<file path="src/pn_pkg.sv">
/*
 * Polish-notation evaluator shared types
 * Value, result and stored token types plus the operator codes
 * used by the token buffer, the operand stack and the evaluator
 */
`default_nettype none

package pn_pkg;

    // ========================================================================
    // Data widths
    // ========================================================================

    // Operands, intermediates and the internal result wrap at 16 bits
    typedef logic signed [15:0] value_t;

    // Result as driven on the top-level output
    typedef logic signed [31:0] result_t;

    // Stored token with the operator flag on top of a 3-bit code
    typedef logic [3:0] token_t;

    typedef logic [2:0] op_code_t;

    // ========================================================================
    // Operator codes
    // ========================================================================

    localparam op_code_t OP_ADD = 3'd0;
    localparam op_code_t OP_SUB = 3'd1;
    localparam op_code_t OP_MUL = 3'd2;
    // Absolute value of the sum
    localparam op_code_t OP_ABS = 3'd3;

    // Token field helpers
    function automatic logic token_is_op(token_t t);
        return t[3];
    endfunction

    function automatic op_code_t token_code(token_t t);
        return t[2:0];
    endfunction

endpackage

`default_nettype wire

</file>
<file path="src/token_buffer.sv">
/*
 * Token buffer
 * Stores one burst of tokens, latches the mode on the first token and
 * walks the stored tokens in scan order once the burst has ended
 */
`default_nettype none

module token_buffer #(
    parameter int MAX_TOKENS = 16
) (
    input  wire                   clk,
    input  wire                   rst_n,
    input  wire                   in_valid,
    input  wire                   mode,
    input  wire                   operator,
    input  wire pn_pkg::op_code_t in,
    input  wire                   advance,
    output logic                  loaded,
    output pn_pkg::token_t        token,
    output logic                  last,
    output logic                  postfix
);

    localparam int IDX_W = $clog2(MAX_TOKENS);

    pn_pkg::token_t   tokens [MAX_TOKENS];
    logic [IDX_W-1:0] wr_cnt;
    logic [IDX_W-1:0] last_wr;
    logic [IDX_W-1:0] rd_ptr;
    logic [IDX_W-1:0] end_idx;
    logic             in_valid_d;
    logic             burst_end;

    // First low in_valid after a burst
    assign burst_end = in_valid_d && !in_valid;
    assign last_wr   = wr_cnt - 1'b1;

    // ========================================================================
    // Write side
    // ========================================================================

    always_ff @(posedge clk) begin
        if (in_valid) begin
            tokens[wr_cnt] <= {operator, in};
        end
    end

    always_ff @(posedge clk or negedge rst_n) begin
        if (!rst_n) begin
            wr_cnt     <= '0;
            in_valid_d <= 1'b0;
            postfix    <= 1'b0;
        end else begin
            in_valid_d <= in_valid;
            if (in_valid) begin
                wr_cnt <= wr_cnt + 1'b1;
                // Mode is only meaningful on the first token
                if (wr_cnt == '0) begin
                    postfix <= mode;
                end
            end else if (burst_end) begin
                wr_cnt <= '0;
            end
        end
    end

    // ========================================================================
    // Scan side
    // ========================================================================

    // Postfix scans upward from index 0, prefix downward from the last index
    always_ff @(posedge clk or negedge rst_n) begin
        if (!rst_n) begin
            loaded  <= 1'b0;
            rd_ptr  <= '0;
            end_idx <= '0;
        end else begin
            loaded <= burst_end;
            if (burst_end) begin
                rd_ptr  <= postfix ? '0 : last_wr;
                end_idx <= postfix ? last_wr : '0;
            end else if (advance) begin
                rd_ptr <= postfix ? rd_ptr + 1'b1 : rd_ptr - 1'b1;
            end
        end
    end

    assign token = tokens[rd_ptr];
    assign last  = (rd_ptr == end_idx);

    // One slot stays unused so the counter never wraps inside a burst
    a_burst_length : assert property (
        @(posedge clk) disable iff (!rst_n)
        in_valid |-> (wr_cnt < IDX_W'(MAX_TOKENS - 1))
    ) else $error("token burst longer than %0d tokens", MAX_TOKENS - 1);

endmodule

`default_nettype wire

</file>
<file path="src/operand_stack.sv">
/*
 * Operand stack
 * Last-in first-out store of operand values with the top entry
 * always visible
 */
`default_nettype none

module operand_stack #(
    parameter int STACK_DEPTH = 8
) (
    input  wire                 clk,
    input  wire                 rst_n,
    input  wire                 push,
    input  wire                 pop,
    input  wire pn_pkg::value_t push_data,
    output pn_pkg::value_t      top
);

    localparam int ADDR_W = $clog2(STACK_DEPTH);
    // Pointer also has to hold the full count
    localparam int PTR_W  = $clog2(STACK_DEPTH + 1);

    pn_pkg::value_t    entries [STACK_DEPTH];
    logic [PTR_W-1:0]  sp;
    logic [ADDR_W-1:0] wr_idx;
    logic [ADDR_W-1:0] top_idx;
    logic              full;
    logic              empty;

    assign wr_idx  = ADDR_W'(sp);
    assign top_idx = ADDR_W'(sp - 1'b1);
    assign full    = (sp == PTR_W'(STACK_DEPTH));
    assign empty   = (sp == '0);

    always_ff @(posedge clk) begin
        if (push) begin
            entries[wr_idx] <= push_data;
        end
    end

    always_ff @(posedge clk or negedge rst_n) begin
        if (!rst_n) begin
            sp <= '0;
        end else if (push) begin
            sp <= sp + 1'b1;
        end else if (pop) begin
            sp <= sp - 1'b1;
        end
    end

    // Entry just below the pointer
    assign top = entries[top_idx];

    // ========================================================================
    // Checks
    // ========================================================================

    a_no_overflow : assert property (
        @(posedge clk) disable iff (!rst_n) push |-> !full
    ) else $error("push on a full operand stack");

    a_no_underflow : assert property (
        @(posedge clk) disable iff (!rst_n) pop |-> !empty
    ) else $error("pop on an empty operand stack");

    a_push_pop_exclusive : assert property (
        @(posedge clk) disable iff (!rst_n) !(push && pop)
    ) else $error("push and pop in the same cycle");

endmodule

`default_nettype wire

</file>
<file path="src/pn_evaluator.sv">
/*
 * Polish-notation evaluator core
 * Scan FSM that pushes operands, pops two values per operator,
 * computes the 16-bit result and reports the final value once
 */
`default_nettype none

module pn_evaluator (
    input  wire                 clk,
    input  wire                 rst_n,
    input  wire                 loaded,
    input  wire pn_pkg::token_t token,
    input  wire                 last,
    input  wire                 postfix,
    input  wire pn_pkg::value_t top,
    output logic                advance,
    output logic                push,
    output logic                pop,
    output pn_pkg::value_t      push_data,
    output logic                out_valid,
    output pn_pkg::result_t     out
);

    typedef enum logic [2:0] {
        IDLE,
        DECODE,
        PUSH_OPERAND,
        POP_FIRST,
        POP_SECOND,
        COMPUTE,
        PUSH_RESULT,
        REPORT
    } eval_state_t;

    eval_state_t      state;
    eval_state_t      state_next;

    logic             is_op;
    pn_pkg::op_code_t code;

    // First and second popped values
    pn_pkg::value_t   opnd_a;
    pn_pkg::value_t   opnd_b;
    pn_pkg::value_t   sum;
    pn_pkg::value_t   alu_out;
    pn_pkg::value_t   result_q;

    assign is_op = pn_pkg::token_is_op(token);
    assign code  = pn_pkg::token_code(token);

    // ========================================================================
    // Scan FSM
    // ========================================================================

    always_ff @(posedge clk or negedge rst_n) begin
        if (!rst_n) begin
            state <= IDLE;
        end else begin
            state <= state_next;
        end
    end

    always_comb begin
        state_next = state;
        unique case (state)
            IDLE: begin
                if (loaded) begin
                    state_next = DECODE;
                end
            end
            DECODE: begin
                state_next = is_op ? POP_FIRST : PUSH_OPERAND;
            end
            PUSH_OPERAND: begin
                state_next = DECODE;
            end
            POP_FIRST: begin
                state_next = POP_SECOND;
            end
            POP_SECOND: begin
                state_next = COMPUTE;
            end
            COMPUTE: begin
                // The last token in scan order is always an operator
                state_next = last ? REPORT : PUSH_RESULT;
            end
            PUSH_RESULT: begin
                state_next = DECODE;
            end
            REPORT: begin
                state_next = IDLE;
            end
            default: begin
                state_next = IDLE;
            end
        endcase
    end

    // Pointer moves once the token under it is fully consumed
    assign advance = (state == PUSH_OPERAND) || (state == COMPUTE && !last);
    assign push    = (state == PUSH_OPERAND) || (state == PUSH_RESULT);
    assign pop     = (state == POP_FIRST) || (state == POP_SECOND);

    // Operands are pushed zero-extended
    assign push_data = (state == PUSH_RESULT) ? result_q : pn_pkg::value_t'(code);

    // ========================================================================
    // Operand registers and arithmetic
    // ========================================================================

    // Top is sampled as the pop takes effect
    always_ff @(posedge clk) begin
        if (state == POP_FIRST) begin
            opnd_a <= top;
        end
        if (state == POP_SECOND) begin
            opnd_b <= top;
        end
        if (state == COMPUTE) begin
            result_q <= alu_out;
        end
    end

    assign sum = opnd_a + opnd_b;

    // Postfix pops the right operand first, prefix pops the left one first
    always_comb begin
        unique case (code)
            pn_pkg::OP_ADD: alu_out = sum;
            pn_pkg::OP_SUB: alu_out = postfix ? opnd_b - opnd_a : opnd_a - opnd_b;
            pn_pkg::OP_MUL: alu_out = opnd_a * opnd_b;
            pn_pkg::OP_ABS: alu_out = (sum < 0) ? -sum : sum;
            default:        alu_out = sum;
        endcase
    end

    // ========================================================================
    // Result output
    // ========================================================================

    assign out_valid = (state == REPORT);
    assign out       = out_valid ? pn_pkg::result_t'(result_q) : '0;

    a_op_code_supported : assert property (
        @(posedge clk) disable iff (!rst_n)
        (state == DECODE && is_op) |-> (code <= pn_pkg::OP_ABS)
    ) else $error("unsupported operator code %0d", code);

    // A new burst may only finish after the previous result was reported
    a_loaded_when_idle : assert property (
        @(posedge clk) disable iff (!rst_n)
        loaded |-> (state == IDLE)
    ) else $error("new expression loaded while evaluation still running");

endmodule

`default_nettype wire

</file>
<file path="src/pn_top.sv">
/*
 * Polish-notation evaluator top level
 * Token buffer and operand stack side by side, combined by the
 * evaluator FSM into one result pulse per expression
 */
`default_nettype none

module pn_top #(
    parameter int MAX_TOKENS  = 16,
    parameter int STACK_DEPTH = 8
) (
    input  wire                   clk,
    input  wire                   rst_n,
    input  wire                   mode,
    input  wire                   operator,
    input  wire pn_pkg::op_code_t in,
    input  wire                   in_valid,
    output logic                  out_valid,
    output pn_pkg::result_t       out
);

    logic           loaded;
    pn_pkg::token_t token;
    logic           last;
    logic           postfix;
    logic           advance;
    logic           push;
    logic           pop;
    pn_pkg::value_t push_data;
    pn_pkg::value_t stack_top;

    token_buffer #(
        .MAX_TOKENS (MAX_TOKENS)
    ) u_token_buffer (
        .clk      (clk),
        .rst_n    (rst_n),
        .in_valid (in_valid),
        .mode     (mode),
        .operator (operator),
        .in       (in),
        .advance  (advance),
        .loaded   (loaded),
        .token    (token),
        .last     (last),
        .postfix  (postfix)
    );

    operand_stack #(
        .STACK_DEPTH (STACK_DEPTH)
    ) u_operand_stack (
        .clk       (clk),
        .rst_n     (rst_n),
        .push      (push),
        .pop       (pop),
        .push_data (push_data),
        .top       (stack_top)
    );

    pn_evaluator u_pn_evaluator (
        .clk       (clk),
        .rst_n     (rst_n),
        .loaded    (loaded),
        .token     (token),
        .last      (last),
        .postfix   (postfix),
        .top       (stack_top),
        .advance   (advance),
        .push      (push),
        .pop       (pop),
        .push_data (push_data),
        .out_valid (out_valid),
        .out       (out)
    );

endmodule

`default_nettype wire

</file>
<file path="config.mk">
export PLATFORM = sky130hd
export DESIGN_NAME = pn_top
export DESIGN_NICKNAME = d
export VERILOG_FILES = /design/src/pn_pkg.sv /design/src/token_buffer.sv /design/src/operand_stack.sv /design/src/pn_evaluator.sv /design/src/pn_top.sv
export SDC_FILE = /design/constraint.sdc
export NUM_CORES = 1
export LEC_CHECK = 0
export ABC_AREA = 1
export BUFFER_PORTS_ARGS = -buffer_cell sky130_fd_sc_hd__buf_2
export CAP_MARGIN = 20
export CORE_ASPECT_RATIO = 2
export CORE_MARGIN = 5
export CORE_UTILIZATION = 55
export CTS_BUF_LIST = sky130_fd_sc_hd__clkbuf_4
export DETAILED_ROUTE_END_ITERATION = 8
export PLACE_DENSITY = 0.86
export SYNTH_ARGS = -nofsm -noshare
export SYNTH_HDL_FRONTEND = slang
export SYNTH_HIERARCHICAL = 1
export SYNTH_SLANG_ARGS = --single-unit
</file>
<file path="constraint.sdc">
create_clock -name clk -period 5.1 [get_ports clk]
set_input_delay 1.02 -clock clk [delete_from_list [all_inputs] [get_ports clk]]
set_output_delay 1.02 -clock clk [all_outputs]
set_load 0.03 [all_outputs]
</file>
==> results.json, run 1 <==
{
  "run_status": "finished, violations left",
  "violations": "negative setup slack",
  "h-tree-depth": 2,
  "die_h_um": 275,
  "vias": 16200,
  "die_w_um": 142,
  "seq_area_frac_synth": 0.401,
  "path_max_fanout": 4,
  "ff2ff_path_depth": 23,
  "synth_cell_types": 55,
  "routed_wl_um": 57400,
  "finalCritPeriodShare": 1.07,
  "vias_per_cell": 5.54,
  "antenna_found_initial": 2,
  "rsz0062_at_grt": "true",
  "clock_path_buffers": 3,
  "dp_hpwl_um": 44300,
  "finalWorstSetupSlack_ns": -0.334,
  "worstReg2RegEnd": "u_pn_evaluator/result_q[14]",
  "path_clk_slew_ns": 0.09,
  "globalplace.congestion": 1.11,
  "area_growth_syn_to_layout_pct": 10.8,
  "cp_data_required_time_ns": 5.55,
  "rrSetupSlack_ns": -0.33,
  "fmax_ghz": 0.184,
  "yosysWarningCount": 6,
  "insertion_delay_ns": 0.71,
  "placed_cell_area_um2": 20300,
  "grt_pass1_wl_um": 88300,
  "post-route-util": 0.614,
  "syn-num-nets": 2523,
  "drt_iter0_markers": 1455,
  "initial_utilization": 0.554,
  "synth_area_per_cell_um2": 8.32,
  "first_global_vias": 17000,
  "end_kind": "flop",
  "timing.slew.headroom": 0.325,
  "crit_family": "adder cells",
  "fin_skew_ns": 0.0583,
  "slew_viol_final": 0,
  "start_kind": "flop",
  "hp-class": "in -> async",
  "cp.arrival_ns": 5.88,
  "synth_area_um2": 19300,
  "synth_seq_cells": 261,
  "period_needed_ns": 5.43,
  "coreArea_um2": 34800,
  "slowest_delay_ns": 0.56,
  "critPathSlowestCell": "fa_1",
  "cts_tree": "done",
  "drive_gt1_frac": 0.147,
  "clock-root-buffer": "clkbuf_4",
  "numCtsBuffers": 51,
  "maxCapViolCount": 0,
  "final_cells": 2920,
  "rows": 97,
  "grt_start_max_net_pins": 68,
  "clock-sinks": 261,
  "setup_viol": 7,
  "wl_per_cell_um": 19.6,
  "syn_inst": 2317,
  "dp.cells": 2808,
  "hold_violations": 0,
  "dieArea_um2": 39100,
  "setup_tns_ns": -1.52,
  "track_usage": 0.297,
  "dr.pass1.iters": 5,
  "crit_chain": "buf_4 -> nand2_1 -> inv_1 -> fa_1 -> inv_1 -> fa_1 -> fa_1 -> fa_1 -> inv_1 -> fa_1 -> inv_2 -> fa_1 -> inv_2 -> ha_4 -> inv_2 -> nor4_4 -> inv_1 -> o2111ai_2 -> nand2_1 -> nand2_1 -> nor2_1 -> nor2_1 -> a21oi_1",
  "startpoint": "u_pn_evaluator/opnd_b[5]",
  "pin_count": 41,
  "critPathKind": "reg -> reg",
  "cp_common_cell": "fa_1",
  "overflow": 0,
  "tightest_slew_ns": 1.01,
  "finalNetCount": 2639,
  "n_fill_cell": 2778,
  "crit_buf_inv": 8,
  "drcViolationCount": 0,
  "antenna_left": 0,
  "io_buffers": 40,
  "fin_area_um2": 21400,
  "r2r-start": "u_pn_evaluator/opnd_b[5]"
}
==> layer usage <==
| layer | up-vias | part of all wire | track usage |
|---|---|---|---|
| met5 | - | 0.00014 | 0 |
| met4 | 2 | 0.13 | 0.301 |
| met3 | 371 | 0.061 | 0.0504 |
| met2 | 816 | 0.53 | 0.549 |
| met1 | 7527 | 0.28 | 0.251 |
| li1 | 7473 | - | - |
==> worst max path at each step <==
stage                                        to  slack (ns)  cells after the start
finish              u_pn_evaluator/result_q[14]       -0.33                     23
floorplan           u_pn_evaluator/result_q[14]       -0.04                     21
CTS                 u_pn_evaluator/result_q[14]       -0.26                     22
global placement    u_pn_evaluator/result_q[14]       -0.24                     23
global route        u_pn_evaluator/result_q[15]       -0.48                     25
detailed placement  u_pn_evaluator/result_q[12]       -0.39                     25
==> repair_timing <==
| action | in CTS | in global routing |
|---|---|---|
| endpoints found under the setup margin | 7 | 8 |
| setup buffers | 9 | 8 |
| pin swaps | 10 | 14 |
| hold endpoints to repair | 0 | 0 |
| resized for setup | 32 | 18 |
| hold buffers | 0 | 0 |
==> cell type report <==
| class | instances | area [µm²] | share of cell area |
|---|---|---|---|
| Tap cell | 445 | 557 | 0.0260 |
| Clock buffer | 60 | 450 | 0.0211 |
| Sequential cell | 261 | 7730 | 0.362 |
| Clock inverter | 34 | 297 | 0.0139 |
| Inverter | 504 | 1900 | 0.0887 |
| Multi-Input combinational cell | 1456 | 9320 | 0.436 |
| Antenna cell | 1 | 2.50 | 0.000117 |
| Timing Repair Buffer | 159 | 1120 | 0.0524 |
==> synth_stat cells (all sizes together) <==
library cell,number,share of area
nand3b,6,0.0023
buf,63,0.024
a22oi,1,0.00039
nor3,10,0.0040
clkinv,1,0.00019
a21o,4,0.0016
a22o,1,0.00045
nand3,178,0.047
nor4,5,0.0019
ha,115,0.075
o22ai,2,0.00065
a2111oi,1,0.00045
o31ai,1,0.00039
edfxtp,240,0.37
nand2,666,0.13
nor2,146,0.032
a21boi,6,0.0023
nand4,22,0.0071
o21a,2,0.00078
clkbuf,33,0.0064
o21bai,9,0.0041
a211oi,1,0.00039
or2,8,0.0026
o2111ai,6,0.0027
xnor2,10,0.0053
a31oi,3,0.00097
o21ai,58,0.015
xor2,35,0.019
dfrtp,21,0.027
inv,503,0.098
a21oi,58,0.017
o211ai,19,0.0092
fa,83,0.086
==> state kept, by name (all words and copies together), names as in the netlist, 3 cells and up <==
| register | cells |
|---|---|
| u_token_buffer/wr_cnt | 4 |
| u_pn_evaluator/result_q | 16 |
| u_pn_evaluator/state | 3 |
| u_token_buffer/tokens | 64 |
| u_pn_evaluator/opnd_a | 16 |
| u_token_buffer/end_idx | 4 |
| u_pn_evaluator/opnd_b | 16 |
| u_operand_stack/sp | 3 |
| u_operand_stack/entries | 128 |
| u_token_buffer/rd_ptr | 4 |
==> cells by family (layout without fill, tap and decap cells) <==
logic type	after synthesis	after routing	synth area share
XOR/XNOR	45	45	0.0245
flip-flops	261	261	0.401
AO/OA/AOI/OAI	172	172	0.0561
other	0	1	0
AND/OR/NAND/NOR	1041	1041	0.229
buffers and inverters	600	757	0.128
adder cells (fa/ha/maj)	198	198	0.161
==> layout by cell type, fill, tap and decap left out, drive strengths merged, types with 19 or more instances in the layout <==
cell / netlist / routed
clkinv: 1 / 28
nor2: 146 / 146
nand3: 178 / 178
edfxtp: 240 / 240
o21ai: 58 / 58
ha: 115 / 115
a21oi: 58 / 58
fa: 83 / 83
buf: 63 / 159
o211ai: 19 / 19
inv: 503 / 503
xor2: 35 / 35
nand2: 666 / 666
dfrtp: 21 / 21
clkbuf: 33 / 60
nand4: 22 / 22
==> per-stage QoR <==
stage | setup slack (ns) | hold slack (ns)
finish | -0.334 | 0.294
global route | -0.479 | 0.279
CTS | -0.258 | 0.267
detailed placement | -0.386 | 0.494
global placement | -0.238 | 0.483
floorplan | -0.0404 | 0.468
Power of run 1 is left out: the tool's default activity adds up to more than one toggle a clock period on the data nets, which glitch-free logic cannot reach.
==> run 2: changes to the inputs <==
Settings changed: ABC_AREA 1 to unset.
==> run 2 against run 1 <==
Compared with the run above:
- the flow still finishes with violations (negative setup slack)
- global-route usage fell by 0.55 points
- die area fell by 7.3%
- non-clock buffer count rose by 47
- wire length fell by 10%
- cell count fell by 24%
- count of clock-buffer cells in the layout rose by 2
- critical endpoint is now u_pn_evaluator/result_q[13]
- highest routed layer is now met4
==> results.json, run 2 <==
{
  "wl_per_cell_um": 23.3,
  "clock_path_buffers": 3,
  "dp_hpwl_um": 39200,
  "drcViolationCount": 0,
  "synth_compound_area_frac": 0.0835,
  "synth_cell_types": 91,
  "yosysWarningCount": 6,
  "syn_inst": 1573,
  "top_register": "u_operand_stack/entries",
  "finalCritPeriodShare": 1.08,
  "grt_pass1_wl_um": 78200,
  "rsz0062_at_grt": "true",
  "synth_area_um2": 17800,
  "yosys.area_share.simple": 0.127,
  "final_cells": 2210,
  "cts_tree": "done",
  "post-route-util": 0.632,
  "globalplace.congestion": 1.06,
  "synth_area_per_cell_um2": 11.3,
  "antenna_found_initial": 1,
  "synthTopCellsByArea": "edfxtp_1 (41%), fa_1 (9.3%), ha_1 (8.1%)",
  "antenna_left": 0,
  "start_kind": "flop",
  "synth_xor_area_frac": 0.0407,
  "synth_edf_count": 240,
  "path_max_fanout": 5,
  "dr.pass1.iters": 6,
  "finalNetCount": 1954,
  "period_needed_ns": 5.48,
  "pin_count": 41,
  "synth_adder_area_share": 0.174,
  "dieArea_um2": 36300,
  "track_usage": 0.291,
  "hold_violations": 0,
  "rows": 93,
  "largest_reg_flops": 128,
  "die_h_um": 264,
  "synth_flop_cell": "edfxtp_1",
  "synth_mux_area_frac": 0.0707,
  "fin_skew_ns": 0.0451,
  "multi_input_area_um2": 9160,
  "fin_hold_ws_ns": 0.292,
  "layout_common_cells": "edfxtp_1 (240), inv_1 (167), buf_4 (160)",
  "die_w_um": 137,
  "area_growth_syn_to_layout_pct": 14.0,
  "insertion_delay_ns": 0.67,
  "synthArstFlopShare": 0.0805,
  "syn-num-nets": 1779,
  "ff_latch_area_um2": 7730,
  "cp.arrival_ns": 6.03,
  "top_regs": "u_operand_stack/entries x128, u_token_buffer/tokens x64",
  "synth_seq_cells": 261,
  "fin_area_um2": 20300,
  "synth_commonest_cells": "edfxtp_1 (240), inv_1 (180), nand2_1 (130), ha_1 (115), nor2_1 (106)",
  "n_fill_cell": 2532,
  "slew_viol_final": 0,
  "finalWorstSetupSlack_ns": -0.384,
  "fmax_ghz": 0.182,
  "drt_iter0_markers": 1093,
  "seq_area_frac_synth": 0.435,
  "grt_start_max_net_pins": 67,
  "first_global_vias": 14000,
  "synth_top_area_share": 0.405,
  "numCtsBuffers": 49,
  "mostFrequentLayoutCell": "edfxtp_1",
  "h-tree-depth": 2,
  "placed_cell_area_um2": 19200,
  "drive_gt1_frac": 0.214,
  "synth_top_family_by_area": "adder cells",
  "initial_utilization": 0.554,
  "maxCapViolCount": 0,
  "cp_data_required_time_ns": 5.64,
  "end_kind": "flop",
  "violations": "negative setup slack",
  "tightest_slew_ns": 1.14,
  "setup_viol": 7,
  "io_buffers": 40,
  "yosysTopAreaCell": "edfxtp_1",
  "run_status": "finished, violations left",
  "vias": 13100,
  "dp.cells": 2106,
  "clock-sinks": 261,
  "vias_per_cell": 5.91,
  "hp-class": "in -> async",
  "yosysMostFrequentCell": "edfxtp_1",
  "coreArea_um2": 32100,
  "timing.slew.headroom": 0.242,
  "overflow": 0,
  "critPathKind": "reg -> reg",
  "path_clk_slew_ns": 0.09,
  "clock-root-buffer": "clkbuf_4",
  "routed_wl_um": 51500
}
==> run 2: changes by cell type in the layout (fill, tap and decap cells not counted), sizes merged, moves of 17 or more <==
| cell | delta |
|---|---|
| and3 | +18 |
| nand3 | -100 |
| nand2 | -536 |
| nand4 | -17 |
| buf | +47 |
| mux2i | +77 |
| inv | -320 |
| nor2 | -39 |
| xnor2 | +40 |
| nand2b | +18 |
| and2 | +22 |
==> run 2: worst paths after layout <==
path	slack (ns)	endpoint	cells past startpoint	startpoint
worst max-delay path	-0.38	u_pn_evaluator/result_q[13]	19	u_pn_evaluator/opnd_b[7]
worst min-delay path	0.29	u_token_buffer/wr_cnt[0]	1	rst_n
worst max register to register	-0.38	u_pn_evaluator/result_q[13]	19	u_pn_evaluator/opnd_b[7]
worst min register to register	0.49	u_token_buffer/end_idx[3]	2	u_token_buffer/end_idx[3]
max in group asynchronous	4.49	u_token_buffer/end_idx[2]	1	rst_n
min in group clk	0.49	u_token_buffer/end_idx[3]	2	u_token_buffer/end_idx[3]
==> run 2: layout make-up <==
| cell class | count | area share |
|---|---|---|
| tap | 427 | 0.0263 |
| clock buffer | 62 | 0.0229 |
| clock inverter | 23 | 0.00999 |
| antenna | 1 | 0.000123 |
| multi-input combinational | 1044 | 0.451 |
| inverter | 186 | 0.0352 |
| sequential | 261 | 0.381 |
| timing repair buffer | 206 | 0.0730 |
==> run 2: cells by family after synthesis <==
kind of cell / after synthesis
adders and majority gates: 198
and+or+nand+nor: 458
buffers and inverters: 268
DFF: 261
xor gates and xnor gates: 75
AOI/OAI and AO/OA: 214
muxes: 99
==> run 2: metal layers <==
metal  vias to the layer above  GRT usage  share of wire  wire length (µm)
met5                         -          0              0                 0
met4                         0      0.279           0.12              6330
met1                      6319      0.253           0.29             14900
li1                       5874          -              -                 -
met2                       575      0.533           0.54             27600
met3                       292     0.0509          0.051              2650
==> run 2: per-stage QoR <==
stage / setup WS [ns] / setup TNS (ns)
6_report: -0.384 / -1.94
5_1_grt: -0.573 / -3.54
4_1_cts: -0.409 / -2.14
3_5_place_dp: -0.474 / -2.69
3_3_place_gp: -0.379 / -2.09
2_1_floorplan: -0.229 / -0.324
==> run 2: critical path, stage by stage, from the launching register on <==
cell	delay, ns
edfxtp_1	0.50
buf_4	0.22
nand2_1	0.09
fa_1	0.55
inv_1	0.05
fa_1	0.41
fa_1	0.50
fa_1	0.51
fa_1	0.50
inv_1	0.05
fa_1	0.53
inv_1	0.08
ha_4	0.27
nand2b_4	0.13
nor3_1	0.06
a311oi_2	0.30
o311ai_4	0.16
o211a_1	0.17
a21oi_2	0.13
a2bb2oi_2	0.13
==> run 2: what timing repair did <==
item / in CTS / in global routing
buffers inserted: 6 / 12
resized for setup: 29 / 31
setup endpoints to repair: 8 / 9
hold buffers: 0 / 0
pin swaps: 22 / 39
Power of run 2 is left out for the same reason.
